### src/core_consts.svh
`ifndef CORE_CONSTS_SVH
`define CORE_CONSTS_SVH

// Hardware threads
`define CORE_THREADS        2
`define CORE_THREAD_W       1

// Word addresses, instruction memory is word indexed
`define CORE_PC_W           8

// Register file
`define CORE_DATA_W         16
`define CORE_REGS           8
`define CORE_REG_W          3

// Instruction word and its fields
`define CORE_INSTR_W        24
`define CORE_OP_W           4
`define CORE_IMM_W          8

// Thread t boots at boot_addr + t * stride
`define CORE_THREAD_STRIDE  64

// Multiplier pipeline depth, issue to result
`define CORE_MUL_STAGES     3

`endif

### src/core_pkg.sv
`include "core_consts.svh"

package core_pkg;

    // Opcodes, top field of the instruction word
    typedef enum logic [`CORE_OP_W-1:0] {
        op_nop  = 4'd0,
        op_add  = 4'd1,
        op_sub  = 4'd2,
        op_and  = 4'd3,
        op_or   = 4'd4,
        op_xor  = 4'd5,
        op_addi = 4'd6,
        op_mul  = 4'd7,
        op_beq  = 4'd8,
        op_jmp  = 4'd9
    } opcode_e;

    typedef logic [`CORE_THREAD_W-1:0]      thread_id_t;
    typedef logic [`CORE_PC_W-1:0]          pc_t;
    typedef logic [`CORE_DATA_W-1:0]        data_t;
    typedef logic [`CORE_REG_W-1:0]         reg_addr_t;
    typedef logic [`CORE_INSTR_W-1:0]       instr_t;

    // Signed, relative to the branch's own pc for beq and jmp
    typedef logic signed [`CORE_IMM_W-1:0]  imm_t;

    // Field view of an instruction word, most significant first
    typedef struct packed {
        opcode_e    opcode;
        reg_addr_t  rd;
        reg_addr_t  rs1;
        reg_addr_t  rs2;
        logic [`CORE_INSTR_W-`CORE_OP_W-3*`CORE_REG_W-`CORE_IMM_W-1:0] spare;
        imm_t       imm;
    } instr_fields_t;

endpackage

### src/fetch_unit.sv
`timescale 1ns/10ps
`include "core_consts.svh"

module fetch_unit
(
    input   logic                   clock,
    input   logic                   reset,

    // Thread 0 start address
    input   core_pkg::pc_t          boot_addr,

    // Whole front end halts
    input   logic                   stall_fetch,

    // Redirect from the ALU
    input   logic                   take_branch,
    input   core_pkg::thread_id_t   branch_thread_id,
    input   core_pkg::pc_t          branch_pc,

    // Instruction memory, answers in the same cycle
    output  core_pkg::pc_t          imem_addr,
    input   core_pkg::instr_t       imem_data,

    // Fetch register to decode
    output  logic                   fetch_valid,
    output  core_pkg::thread_id_t   fetch_thread_id,
    output  core_pkg::pc_t          fetch_pc,
    output  core_pkg::instr_t       fetch_instr
);

import core_pkg::*;

// One pc per thread
pc_t        pc_q [`CORE_THREADS];
// Thread fetched this cycle
thread_id_t cur_thread;
logic       kill_cur;
logic       kill_reg;

assign imem_addr = pc_q[cur_thread];

// Redirect drops the fetch in flight and the fetch register of that thread
assign kill_cur = take_branch && (branch_thread_id == cur_thread);
assign kill_reg = take_branch && (branch_thread_id == fetch_thread_id);

////////////////////
// Program counters
always_ff @(posedge clock)
begin
    if (reset)
    begin
        cur_thread <= '0;
        for (int t = 0; t < `CORE_THREADS; t++)
            pc_q[t] <= boot_addr + pc_t'(t * `CORE_THREAD_STRIDE);
    end
    else
    begin
        // Alternate threads every unstalled cycle
        if (!stall_fetch)
        begin
            pc_q[cur_thread] <= pc_q[cur_thread] + 1'b1;
            cur_thread       <= cur_thread + 1'b1;
        end
        // Redirect overrides the increment, even under stall
        if (take_branch)
            pc_q[branch_thread_id] <= branch_pc;
    end
end

////////////////////
// Fetch register
always_ff @(posedge clock)
begin
    if (reset)
        fetch_valid <= 1'b0;
    else if (!stall_fetch)
        fetch_valid <= !kill_cur;
    else if (kill_reg)
        fetch_valid <= 1'b0;
end

// Payload follows the valid bit
always_ff @(posedge clock)
begin
    if (!stall_fetch)
    begin
        fetch_thread_id <= cur_thread;
        fetch_pc        <= imem_addr;
        fetch_instr     <= imem_data;
    end
end

// ALU execute register is cleared by the first reset edge
assert property (@(posedge clock) reset && $past(reset) |-> !take_branch)
    else $error("take_branch high during reset");

endmodule

### src/decode_unit.sv
`timescale 1ns/10ps
`include "core_consts.svh"

module decode_unit
(
    input   logic                   clock,
    input   logic                   reset,

    // From the fetch register
    input   logic                   fetch_valid,
    input   core_pkg::thread_id_t   fetch_thread_id,
    input   core_pkg::pc_t          fetch_pc,
    input   core_pkg::instr_t       fetch_instr,

    // Redirect and writeback back-pressure
    input   logic                   take_branch,
    input   core_pkg::thread_id_t   branch_thread_id,
    input   logic                   alu_hold,

    // Register write from writeback
    input   logic                   wb_valid,
    input   core_pkg::thread_id_t   wb_thread_id,
    input   core_pkg::reg_addr_t    wb_dest,
    input   core_pkg::data_t        wb_data,

    output  logic                   stall_fetch,

    // Issue to the ALU
    output  logic                   alu_valid,
    output  core_pkg::thread_id_t   alu_thread_id,
    output  core_pkg::opcode_e      alu_op,
    output  core_pkg::reg_addr_t    alu_dest,
    output  core_pkg::pc_t          alu_pc,
    output  core_pkg::data_t        alu_src1,
    output  core_pkg::data_t        alu_src2,
    output  core_pkg::imm_t         alu_imm,

    // Issue to the multiplier
    output  logic                   mul_valid,
    output  core_pkg::thread_id_t   mul_thread_id,
    output  core_pkg::reg_addr_t    mul_dest,
    output  core_pkg::data_t        mul_src1,
    output  core_pkg::data_t        mul_src2
);

import core_pkg::*;

instr_fields_t  fields;
data_t          regs [`CORE_THREADS][`CORE_REGS];

// Scoreboard, one busy bit per thread and register
logic [`CORE_THREADS-1:0][`CORE_REGS-1:0] busy;
logic [`CORE_THREADS-1:0][`CORE_REGS-1:0] busy_now;
logic [`CORE_THREADS-1:0][`CORE_REGS-1:0] busy_set;
logic [`CORE_THREADS-1:0][`CORE_REGS-1:0] wb_clear;

logic           is_mul;
logic           is_alu;
logic           writes_rd;
logic           uses_rs1;
logic           uses_rs2;
logic           hazard;
logic           kill_fetch;
logic           issue;
data_t          src1;
data_t          src2;

////////////////////
// Decode and hazards
always_comb
begin
    fields    = instr_fields_t'(fetch_instr);
    is_mul    = fields.opcode == op_mul;
    writes_rd = fields.opcode inside {op_add, op_sub, op_and, op_or, op_xor, op_addi, op_mul};
    // Unknown opcodes and nop are dropped here
    is_alu    = (writes_rd && !is_mul) || fields.opcode inside {op_beq, op_jmp};
    uses_rs1  = writes_rd || fields.opcode == op_beq;
    uses_rs2  = uses_rs1 && fields.opcode != op_addi;

    // Writeback this cycle already counts as retired
    wb_clear = '0;
    if (wb_valid)
        wb_clear[wb_thread_id][wb_dest] = 1'b1;
    busy_now = busy & ~wb_clear;

    hazard = (uses_rs1  && busy_now[fetch_thread_id][fields.rs1])
          || (uses_rs2  && busy_now[fetch_thread_id][fields.rs2])
          || (writes_rd && busy_now[fetch_thread_id][fields.rd]);

    // Register read with same-cycle writeback pass-through
    src1 = regs[fetch_thread_id][fields.rs1];
    if (wb_clear[fetch_thread_id][fields.rs1])
        src1 = wb_data;
    src2 = regs[fetch_thread_id][fields.rs2];
    if (wb_clear[fetch_thread_id][fields.rs2])
        src2 = wb_data;

    stall_fetch = alu_hold || (fetch_valid && hazard);

    // Younger instruction of a branching thread never issues
    kill_fetch = take_branch && (branch_thread_id == fetch_thread_id);
    issue      = fetch_valid && !stall_fetch && !kill_fetch;

    busy_set = '0;
    if (issue && writes_rd)
        busy_set[fetch_thread_id][fields.rd] = 1'b1;
end

////////////////////
// Register file and scoreboard
always_ff @(posedge clock)
begin
    if (reset)
    begin
        busy <= '0;
        for (int t = 0; t < `CORE_THREADS; t++)
            for (int r = 0; r < `CORE_REGS; r++)
                regs[t][r] <= '0;
    end
    else
    begin
        busy <= busy_now | busy_set;
        if (wb_valid)
            regs[wb_thread_id][wb_dest] <= wb_data;
    end
end

////////////////////
// Issue registers
always_ff @(posedge clock)
begin
    if (reset)
    begin
        alu_valid <= 1'b0;
        mul_valid <= 1'b0;
    end
    else
    begin
        // ALU slot waits while its result is blocked at writeback
        if (!alu_hold)
            alu_valid <= issue && is_alu;
        mul_valid <= issue && is_mul;
    end
end

always_ff @(posedge clock)
begin
    if (issue && is_alu)
    begin
        alu_thread_id <= fetch_thread_id;
        alu_op        <= fields.opcode;
        alu_dest      <= fields.rd;
        alu_pc        <= fetch_pc;
        alu_src1      <= src1;
        alu_src2      <= src2;
        alu_imm       <= fields.imm;
    end
    if (issue && is_mul)
    begin
        mul_thread_id <= fetch_thread_id;
        mul_dest      <= fields.rd;
        mul_src1      <= src1;
        mul_src2      <= src2;
    end
end

// Held ALU slot and a fresh multiply never overlap
assert property (@(posedge clock) disable iff (reset) !(alu_valid && mul_valid))
    else $error("alu_valid and mul_valid both high");

// Every retired write was scoreboarded at issue
assert property (@(posedge clock) disable iff (reset)
    wb_valid |-> busy[wb_thread_id][wb_dest])
    else $error("writeback to a register that is not busy");

endmodule

### src/alu_unit.sv
`timescale 1ns/10ps

module alu_unit
(
    input   logic                   clock,
    input   logic                   reset,

    // Issue from decode
    input   logic                   alu_valid,
    input   core_pkg::thread_id_t   alu_thread_id,
    input   core_pkg::opcode_e      alu_op,
    input   core_pkg::reg_addr_t    alu_dest,
    input   core_pkg::pc_t          alu_pc,
    input   core_pkg::data_t        alu_src1,
    input   core_pkg::data_t        alu_src2,
    input   core_pkg::imm_t         alu_imm,

    // Writeback lost arbitration
    input   logic                   alu_hold,

    // Redirect to fetch and decode
    output  logic                   take_branch,
    output  core_pkg::thread_id_t   branch_thread_id,
    output  core_pkg::pc_t          branch_pc,

    // Result to writeback
    output  logic                   alu_res_valid,
    output  core_pkg::thread_id_t   alu_res_thread_id,
    output  core_pkg::reg_addr_t    alu_res_dest,
    output  core_pkg::data_t        alu_res_data
);

import core_pkg::*;

// Execute register
logic       exec_valid;
thread_id_t exec_thread_id;
opcode_e    exec_op;
reg_addr_t  exec_dest;
pc_t        exec_pc;
data_t      exec_src1;
data_t      exec_src2;
imm_t       exec_imm;

data_t      imm_ext;
data_t      result;
logic       exec_writes;

////////////////////
// Execute register, holds with the result register
always_ff @(posedge clock)
begin
    if (reset)
        exec_valid <= 1'b0;
    else if (!alu_hold)
        exec_valid <= alu_valid;
end

always_ff @(posedge clock)
begin
    if (!alu_hold)
    begin
        exec_thread_id <= alu_thread_id;
        exec_op        <= alu_op;
        exec_dest      <= alu_dest;
        exec_pc        <= alu_pc;
        exec_src1      <= alu_src1;
        exec_src2      <= alu_src2;
        exec_imm       <= alu_imm;
    end
end

// Signed immediate, sign extended
assign imm_ext = exec_imm;

always_comb
begin
    case (exec_op)
        op_add:  result = exec_src1 + exec_src2;
        op_sub:  result = exec_src1 - exec_src2;
        op_and:  result = exec_src1 & exec_src2;
        op_or:   result = exec_src1 | exec_src2;
        op_xor:  result = exec_src1 ^ exec_src2;
        op_addi: result = exec_src1 + imm_ext;
        default: result = '0;
    endcase
end

// beq and jmp leave no result
assign exec_writes = exec_op inside {op_add, op_sub, op_and, op_or, op_xor, op_addi};

////////////////////
// Branch resolution, target relative to the branch pc
assign take_branch      = exec_valid
                       && (exec_op == op_jmp || (exec_op == op_beq && exec_src1 == exec_src2));
assign branch_thread_id = exec_thread_id;
assign branch_pc        = exec_pc + pc_t'(exec_imm);

////////////////////
// Result register
always_ff @(posedge clock)
begin
    if (reset)
        alu_res_valid <= 1'b0;
    else if (!alu_hold)
        alu_res_valid <= exec_valid && exec_writes;
end

always_ff @(posedge clock)
begin
    if (!alu_hold)
    begin
        alu_res_thread_id <= exec_thread_id;
        alu_res_dest      <= exec_dest;
        alu_res_data      <= result;
    end
end

endmodule

### src/mul_unit.sv
`timescale 1ns/10ps
`include "core_consts.svh"

module mul_unit
(
    input   logic                   clock,
    input   logic                   reset,

    // Issue from decode
    input   logic                   mul_valid,
    input   core_pkg::thread_id_t   mul_thread_id,
    input   core_pkg::reg_addr_t    mul_dest,
    input   core_pkg::data_t        mul_src1,
    input   core_pkg::data_t        mul_src2,

    // Result to writeback, fixed latency
    output  logic                   mul_res_valid,
    output  core_pkg::thread_id_t   mul_res_thread_id,
    output  core_pkg::reg_addr_t    mul_res_dest,
    output  core_pkg::data_t        mul_res_data
);

import core_pkg::*;

// One entry per stage, never stalls
logic       st_valid  [`CORE_MUL_STAGES];
thread_id_t st_thread [`CORE_MUL_STAGES];
reg_addr_t  st_dest   [`CORE_MUL_STAGES];
data_t      st_data   [`CORE_MUL_STAGES];

always_ff @(posedge clock)
begin
    if (reset)
    begin
        for (int s = 0; s < `CORE_MUL_STAGES; s++)
            st_valid[s] <= 1'b0;
    end
    else
    begin
        st_valid[0] <= mul_valid;
        for (int s = 1; s < `CORE_MUL_STAGES; s++)
            st_valid[s] <= st_valid[s-1];
    end
end

always_ff @(posedge clock)
begin
    // Low half of the product only
    st_data[0]   <= mul_src1 * mul_src2;
    st_thread[0] <= mul_thread_id;
    st_dest[0]   <= mul_dest;
    for (int s = 1; s < `CORE_MUL_STAGES; s++)
    begin
        st_data[s]   <= st_data[s-1];
        st_thread[s] <= st_thread[s-1];
        st_dest[s]   <= st_dest[s-1];
    end
end

assign mul_res_valid     = st_valid[`CORE_MUL_STAGES-1];
assign mul_res_thread_id = st_thread[`CORE_MUL_STAGES-1];
assign mul_res_dest      = st_dest[`CORE_MUL_STAGES-1];
assign mul_res_data      = st_data[`CORE_MUL_STAGES-1];

endmodule

### src/writeback_unit.sv
`timescale 1ns/10ps

module writeback_unit
(
    input   logic                   clock,
    input   logic                   reset,

    // ALU result
    input   logic                   alu_res_valid,
    input   core_pkg::thread_id_t   alu_res_thread_id,
    input   core_pkg::reg_addr_t    alu_res_dest,
    input   core_pkg::data_t        alu_res_data,

    // Multiplier result, always wins
    input   logic                   mul_res_valid,
    input   core_pkg::thread_id_t   mul_res_thread_id,
    input   core_pkg::reg_addr_t    mul_res_dest,
    input   core_pkg::data_t        mul_res_data,

    output  logic                   alu_hold,

    // One register write per pulse
    output  logic                   wb_valid,
    output  core_pkg::thread_id_t   wb_thread_id,
    output  core_pkg::reg_addr_t    wb_dest,
    output  core_pkg::data_t        wb_data
);

// ALU loses on collision and retries next cycle
assign alu_hold = alu_res_valid && mul_res_valid;

always_ff @(posedge clock)
begin
    if (reset)
        wb_valid <= 1'b0;
    else
        wb_valid <= alu_res_valid || mul_res_valid;
end

always_ff @(posedge clock)
begin
    if (mul_res_valid)
    begin
        wb_thread_id <= mul_res_thread_id;
        wb_dest      <= mul_res_dest;
        wb_data      <= mul_res_data;
    end
    else if (alu_res_valid)
    begin
        wb_thread_id <= alu_res_thread_id;
        wb_dest      <= alu_res_dest;
        wb_data      <= alu_res_data;
    end
end

// Losing ALU result must still be there next cycle
assert property (@(posedge clock) disable iff (reset)
    alu_hold |=> alu_res_valid && $stable(alu_res_data)
              && $stable(alu_res_dest) && $stable(alu_res_thread_id))
    else $error("ALU result changed while held");

endmodule

### src/core_top.sv
`timescale 1ns/10ps

module core_top
(
    // System signals
    input   logic                   clock,
    input   logic                   reset,

    // Thread 0 start address
    input   core_pkg::pc_t          boot_addr,

    // Instruction memory, combinational read
    output  core_pkg::pc_t          imem_addr,
    input   core_pkg::instr_t       imem_data,

    // Register writes
    output  logic                   wb_valid,
    output  core_pkg::thread_id_t   wb_thread_id,
    output  core_pkg::reg_addr_t    wb_dest,
    output  core_pkg::data_t        wb_data
);

import core_pkg::*;

////////////////////
// Fetch to decode
logic       fetch_valid;
thread_id_t fetch_thread_id;
pc_t        fetch_pc;
instr_t     fetch_instr;
logic       stall_fetch;

////////////////////
// Decode to execution
logic       alu_valid;
thread_id_t alu_thread_id;
opcode_e    alu_op;
reg_addr_t  alu_dest;
pc_t        alu_pc;
data_t      alu_src1;
data_t      alu_src2;
imm_t       alu_imm;

logic       mul_valid;
thread_id_t mul_thread_id;
reg_addr_t  mul_dest;
data_t      mul_src1;
data_t      mul_src2;

// Redirect from the ALU
logic       take_branch;
thread_id_t branch_thread_id;
pc_t        branch_pc;

////////////////////
// Execution to writeback
logic       alu_res_valid;
thread_id_t alu_res_thread_id;
reg_addr_t  alu_res_dest;
data_t      alu_res_data;

logic       mul_res_valid;
thread_id_t mul_res_thread_id;
reg_addr_t  mul_res_dest;
data_t      mul_res_data;

logic       alu_hold;

// Wires share the port names, so every stage connects by name
fetch_unit
fetch_unit
(
    .*
);

decode_unit
decode_unit
(
    .*
);

alu_unit
alu_unit
(
    .*
);

mul_unit
mul_unit
(
    .*
);

writeback_unit
writeback_unit
(
    .*
);

endmodule

### config.mk
export PLATFORM = sky130hd
export DESIGN_NAME = core_top
export DESIGN_NICKNAME = d
export VERILOG_FILES = /design/src/core_pkg.sv /design/src/fetch_unit.sv /design/src/decode_unit.sv /design/src/alu_unit.sv /design/src/mul_unit.sv /design/src/writeback_unit.sv /design/src/core_top.sv
export VERILOG_INCLUDE_DIRS = /design/src
export SDC_FILE = /design/constraint.sdc
export NUM_CORES = 1
export LEC_CHECK = 0
export BUFFER_PORTS_ARGS = -buffer_cell sky130_fd_sc_hd__buf_2
export CAP_MARGIN = 0
export CORE_MARGIN = 2
export CORE_UTILIZATION = 40
export CTS_CLUSTER_DIAMETER = 30
export DETAILED_ROUTE_END_ITERATION = 7
export PLACE_DENSITY_LB_ADDON = 0.15
export SLEW_MARGIN = 20
export SYNTH_ARGS = -nofsm -noshare
export SYNTH_HDL_FRONTEND = slang
export SYNTH_SLANG_ARGS = --single-unit
### constraint.sdc
create_clock -name clock -period 6.7 [get_ports clock]
set_input_delay 0.335 -clock clock [delete_from_list [all_inputs] [get_ports clock]]
set_output_delay 0.335 -clock clock [all_outputs]
set_load 0.1 [all_outputs]
### Word-level counts from Yosys, hierarchy flattened

Memories as Yosys holds them, arrays and structs flattened. A register that Yosys moved wholly into a read port is not among the register bits.
Index checks and enable logic that the tools add are counted.

* input port bits: 34
* output and inout port bits: 29
* bits in writable memories: 335
* memories: 6
* register bits: 244
* word-level logic and storage cells: 208

Memory list
* decode_unit.regs: depth 2, width 128, rd ports 1, clocked after memory_dff 1, write ports 2, RTL line decode_unit.sv:49 `` data_t regs [`CORE_THREADS][`CORE_REGS]; ``
* mul_unit.st_data: depth 3, width 16, rd ports 3, clocked after memory_dff 0, write ports 3, RTL line mul_unit.sv:29 `` data_t st_data [`CORE_MUL_STAGES]; ``
* fetch_unit.pc_q: depth 2, width 8, rd ports 1, clocked after memory_dff 1, write ports 2, RTL line fetch_unit.sv:34 `` pc_t pc_q [`CORE_THREADS]; ``
* mul_unit.st_dest: depth 3, width 3, rd ports 3, clocked after memory_dff 0, write ports 3, RTL line mul_unit.sv:28 `` reg_addr_t st_dest [`CORE_MUL_STAGES]; ``
* mul_unit.st_thread: depth 3, width 1, rd ports 3, clocked after memory_dff 0, write ports 3, RTL line mul_unit.sv:27 `` thread_id_t st_thread [`CORE_MUL_STAGES]; ``
* mul_unit.st_valid: depth 3, width 1, rd ports 3, clocked after memory_dff 0, write ports 3, RTL line mul_unit.sv:26 `` logic st_valid [`CORE_MUL_STAGES]; ``

* reductions and logical operators: 40
* magnitude comparators: 14
* bitwise logic cells: 12
* $mul: 1
* add/subtract/negate cells: 7
* equality and inequality tests: 22
* muxes and demuxes: 70

Operators with widths (number)
* $mux 128: 3
* $mux 16: 11
* $reduce_or 128->1: 1
* $bmux 16 s3: 2
* $pmux 16 s6: 1
* $mux 8: 8
* $demux 16 s3: 1
* $mux 1: 33
* $add 16x16->16: 2
* $and 16x16->16: 2
* $or 16x16->16: 2
* $eq 4x3->1 const B: 7
* $logic_and 1x1->1: 22
* $demux 8 s1: 2
* $eq 16x16->1: 1
* $eq 4x2->1 const B: 4
* $eq 4x4->1 const B: 4
* $lt 3x4->1 const B: 4
* $mul 16x16->16: 1
* $not 16->16: 1
* $reduce_or 8->1: 2
* $sub 16x16->16: 1
* $xor 16x16->16: 1
* $bmux 1 s3: 5
* other kinds (22): 45

### Logic depth before layout (Yosys ltp)

* depth in word-level cells: 24
* mapped depth: 23
* mapped depth without buffers: 22

### Hierarchy

Synthesis repeated with hierarchy kept, for this count alone.

* cell total of the unflattened synthesis: 2269
* area total of the unflattened synthesis: 31074.8 µm²

By module, submodules not included
* decode_unit: area an instance 17177.7 µm², cells an instance 1004, instances 1, seq. area each 10810.4 µm²
* mul_unit: area an instance 5412.7 µm², cells an instance 549, instances 1, seq. area each 1261.2 µm²
* alu_unit: area an instance 5335.1 µm², cells an instance 501, instances 1, seq. area each 2322.2 µm²
* fetch_unit: area an instance 2258.4 µm², cells an instance 169, instances 1, seq. area each 1531.5 µm²
* writeback_unit: area an instance 890.9 µm², cells an instance 46, instances 1, seq. area each 620.6 µm²

### Worst setup path before layout

Ideal clock, no wire load.

* path type: register to register
* from: register writeback_unit.wb_valid
* to: register decode_unit.mul_dest[0], enable pin
* buffers on the path: 2
* setup time: 0.522 ns
* setup slack: -0.233 ns
* data required time: 6.178 ns
* period minus slack after synthesis: 6.933 ns
* stages on the path, launching flop included: 11
* data arrival time: 6.411 ns
* path through: dfxtp_1 -> buf_4 -> or3b_1 -> buf_2 -> o211ai_1 -> a2111oi_1 -> a2111oi_4 -> nand4_2 -> a2bb2oi_4 -> nand2b_1 -> nor4bb_1

* word-level cells in the longest chain between the ends: 16
* elaborated cells on any way between the ends: 22
* those cells by class: mux: 9; bitwise: 2; reduce/logical: 11

Ends and longest elaborated chain
* start: declaration: RTL line writeback_unit.sv:23 `output logic wb_valid,`
* start signal: assignment: RTL line writeback_unit.sv:37 `wb_valid <= alu_res_valid || mul_res_valid;`
* $mux 16 *: RTL line decode_unit.sv:82 `if (wb_valid)`
* $not 16->16 *: RTL line decode_unit.sv:84 `busy_now = busy & ~wb_clear;`
* $and 16x16->16 *: RTL line decode_unit.sv:84
* $mux 8 (not written as such) * (2 in series): RTL line decode_unit.sv:86, decode_unit.sv:87, decode_unit.sv:88
* $bmux 1 s3, on equally long branches: RTL line decode_unit.sv:86, decode_unit.sv:87
* $mux 1, on equally long branches: RTL line decode_unit.sv:86, decode_unit.sv:87
* $logic_and 1x1->1, on equally long branches: RTL line decode_unit.sv:86, decode_unit.sv:87
* $logic_or 1x1->1: RTL line decode_unit.sv:87 `|| (uses_rs2 && busy_now[fetch_thread_id][fields.rs2])`
* $logic_or 1x1->1 *: RTL line decode_unit.sv:88 `|| (writes_rd && busy_now[fetch_thread_id][fields.rd]);`
* $logic_and 1x1->1 *: RTL line decode_unit.sv:98 `stall_fetch = alu_hold || (fetch_valid && hazard);`
* $logic_or 1x1->1 *: RTL line decode_unit.sv:98
* $logic_not 1->1 *: RTL line decode_unit.sv:102 `issue = fetch_valid && !stall_fetch && !kill_fetch;`
* $logic_and 1x1->1 * (2 in series): RTL line decode_unit.sv:102
* $logic_and 1x1->1 *: RTL line decode_unit.sv:158 `if (issue && is_mul)`
* end signal: assignment: RTL line decode_unit.sv:161 `mul_dest <= fields.rd;`
* end: declaration: RTL line decode_unit.sv:41 `output core_pkg::reg_addr_t mul_dest,`

Mark *: on every way between the ends. The rest lies on a longest branch, timed or not. The select of a mux whose other input is x is not followed.
A chain may end at the register's enable or synchronous reset.

==> impl_metrics.toml <==
[global_route]
antenna_found_initial = 2
overflow = 0
grt_usage_pct = 20.9
grt_pass1_wl_mm = 122
grt_pass1_vias = 19600
grt_max_degree = 81

[yosys]
synth-edff-count = 490
synthArstFlopShare_pct = 0
ys_ff_latch = 578
synth_top_area_share_pct = 49.2
synth_ff_type = "edfxtp_1"
synth_area_per_cell_um2 = 12.1
netlist_instances = 2470
synth_area_um2 = 29900
synthTopCellsByArea = "edfxtp_1, dfxtp_1, fa_1"
yosysMostFrequentCell = "edfxtp_1"
yosys_warnings = 0
syn-num-nets = 2706
synth.distinct_cells = 77
synth_area_leader_cell = "edfxtp_1"
synth_common_cells = "edfxtp_1, nor2_1, nand2_1"
synth_seq_area_share_pct = 55.1

[die]
initial_core_util_pct = 40.3
io_pins = 63
core-area_um2 = 74200
die_area_um2 = 76900
die_w_um = 277
rows = 100
die_h_um = 277

[clocking]
clockBufferDepth = 3
cts_buffers = 117
clockRootBuffer = "clkbuf_16"
clkLatencyLatePin_ps = 670
cts_tree = "yes"
path_clk_slew_ps = 60
cts_setup_buffers = 0
cts.sinks = 578
htree_num_levels = 3
cts_resized = 0

[pwr]
p_total_w = 0.0129
powerDensity_nw_per_um2 = 360
ir_drop_mv = 0.219
leakage_nw = 13.9

[route]
initialDrtViolationCount = 1634
drc = 0
dr.pass1.iters = 5
vias_per_cell = 5.38
ant_nets = 0
vias = 19700
post_drt_wl_per_cell_um = 22.1
wirelength_mm = 80.6

[cells_and_area]
synthToLayoutAreaGrowth_pct = 19.8
postLayoutCoreUtil_pct = 48.3
nFillCells = 6545
n_antenna_cell = 0
drive_gt1_share_pct = 16.9
final_cell_area_um2 = 35800
nets = 2814

[setup_path]
endpoint_kind = "flop"
path_cells = "nand2_1 -> fa_1 -> fa_1 -> inv_1 -> fa_1 -> fa_1 -> inv_1 -> fa_1 -> fa_1 -> xor2_1 -> xnor2_1 -> xnor2_1 -> xnor2_1 -> xnor2_1 -> xnor2_1 -> xnor2_1"
worstPathRequired_ps = 7280
rrSetupSlack_ps = 1370
rr_worst_depth = 16
cp_data_arrival_time_ps = 5920
crit_path_max_incr_delay_ps = 740
slowest_stage = "edfxtp_1"
crit_fanout = 15
crit_path_start_kind = "flop"
crit_type = "flop to flop"

[sta]
period_share_pct = 79.6
maxSlewViolCount = 0
worst_pin_slew_ps = 1190
skew_ps = 48.5
rsz0062_at_grt = "false"
fin_crit_ps = 5330
timing.final.ws_setup_ps = 1370
clock.fmax_mhz = 187
tns_ps = 0
hold_viol = 0
setup_violations = 0
slew_headroom_pct = 20.4

[min_path]
hold_class = "input pin to flop"
min_path_cells = 3

[place]
dp_hpwl_mm = 51.8
portBuffers = 59
place_area_um2 = 31300
pre_cts_ws_ps = 1330
place.gp.congestion = 0.846

[job]
maxCapViolCount = 0

[status]
outcome = "complete, no violations"
[path summary, 6_finish.rpt]
path | start | to
setup / recovery | decode_unit.mul_src2[1]$_DFFE_PP_ | mul_unit.st_data[0][15]$_DFF_P_
hold / removal | boot_addr[0] | fetch_unit.pc_q[0][0]$_DFFE_PP_
setup reg to reg | decode_unit.mul_src2[1]$_DFFE_PP_ | mul_unit.st_data[0][15]$_DFF_P_
hold reg to reg | mul_unit.st_data[0][4]$_DFF_P_ | mul_unit.st_data[0][20]$_DFF_P_
[worst max-delay path: cells and delay by family (launching register included)]
kind	cells	cell delay, ps
flops	1	740
fa+ha+maj	6	2910
buf+inv	2	100
xor+xnor	7	1320
simple gates	1	180
[final cells by class]
| class | count | area (um2) | area share, % |
|---|---|---|---|
| Sequential cell | 578 | 16500 | 46.0 |
| Inverter | 192 | 722 | 2.02 |
| Tap cell | 969 | 1210 | 3.39 |
| Timing Repair Buffer | 115 | 826 | 2.31 |
| Clock buffer | 145 | 3190 | 8.91 |
| Multi-Input combinational cell | 1574 | 12300 | 34.4 |
| Clock inverter | 77 | 1060 | 2.95 |
[through the flow]
| stage | hold WS, ps | instances |
|---|---|---|
| global placement | 310 | 3404 |
| global route | 44.2 | 3650 |
| floorplan | 310 | 2470 |
| detailed placement | 312 | 3405 |
| CTS | 24.9 | 3648 |
| finish | 52.7 | 3650 |
[flip-flops by register name, indices dropped and copies added, names as in the netlist, 9 cells and up, named ones only]
| register | flops |
|---|---|
| alu_unit.alu_res_data | 16 |
| alu_unit.exec_src1 | 16 |
| alu_unit.exec_src2 | 16 |
| decode_unit.alu_src1 | 16 |
| decode_unit.alu_src2 | 16 |
| decode_unit.busy | 16 |
| decode_unit.mul_src1 | 16 |
| decode_unit.mul_src2 | 16 |
| decode_unit.regs | 256 |
| fetch_unit.fetch_instr | 21 |
| fetch_unit.pc_q | 16 |
| mul_unit.st_data | 48 |
| mul_unit.st_dest | 9 |
| writeback_unit.wb_data | 16 |
[metal layers]
metal	GRT usage (%)	share of wire (%)	vias to the layer above
li1	-	-	9005
met1	29.4	45	9857
met2	33.3	47	647
met3	3.30	5.7	145
met4	6.17	2.2	0
met5	0	0	-
[cell usage in the layout (no fill, tap or decap), types with 31 or more instances in the layout]
cell	count
a21oi_1	109
buf_4	31
o21ai_0	145
dfxtp_1	87
and2_1	62
buf_2	59
edfxtp_1	490
mux4_2	43
ha_1	119
fa_1	83
nor2_1	252
xnor2_1	53
nand2_1	246
mux2_2	84
inv_1	190
mux2i_1	102
clkbuf_16	122
[repair_timing]
item                                    CTS  global route
hold endpoints to repair                 21             0
endpoints found under the setup margin    0             0
hold buffers                             21             0
[kinds of logic after synthesis]
logic type               count (synthesis)  synth area share [%]
multiplexers                           230                  9.86
adder cells (fa/ha/maj)                202                  10.5
AO/OA/AOI/OAI                          389                  7.99
XOR/XNOR                                77                  2.26
buffers and inverters                  318                  4.12
AND/OR/NAND/NOR                        676                  10.1
flip-flops                             578                  55.1
[report_power, final]
part | internal [W] | switching, W | total, W
clock | 0.00413 | 0.00199 | 0.00612
sequential | 0.00434 | 0.000194 | 0.00454
combinational | 0.000899 | 0.00134 | 0.00224
Power figures use the tool's default switching activity.
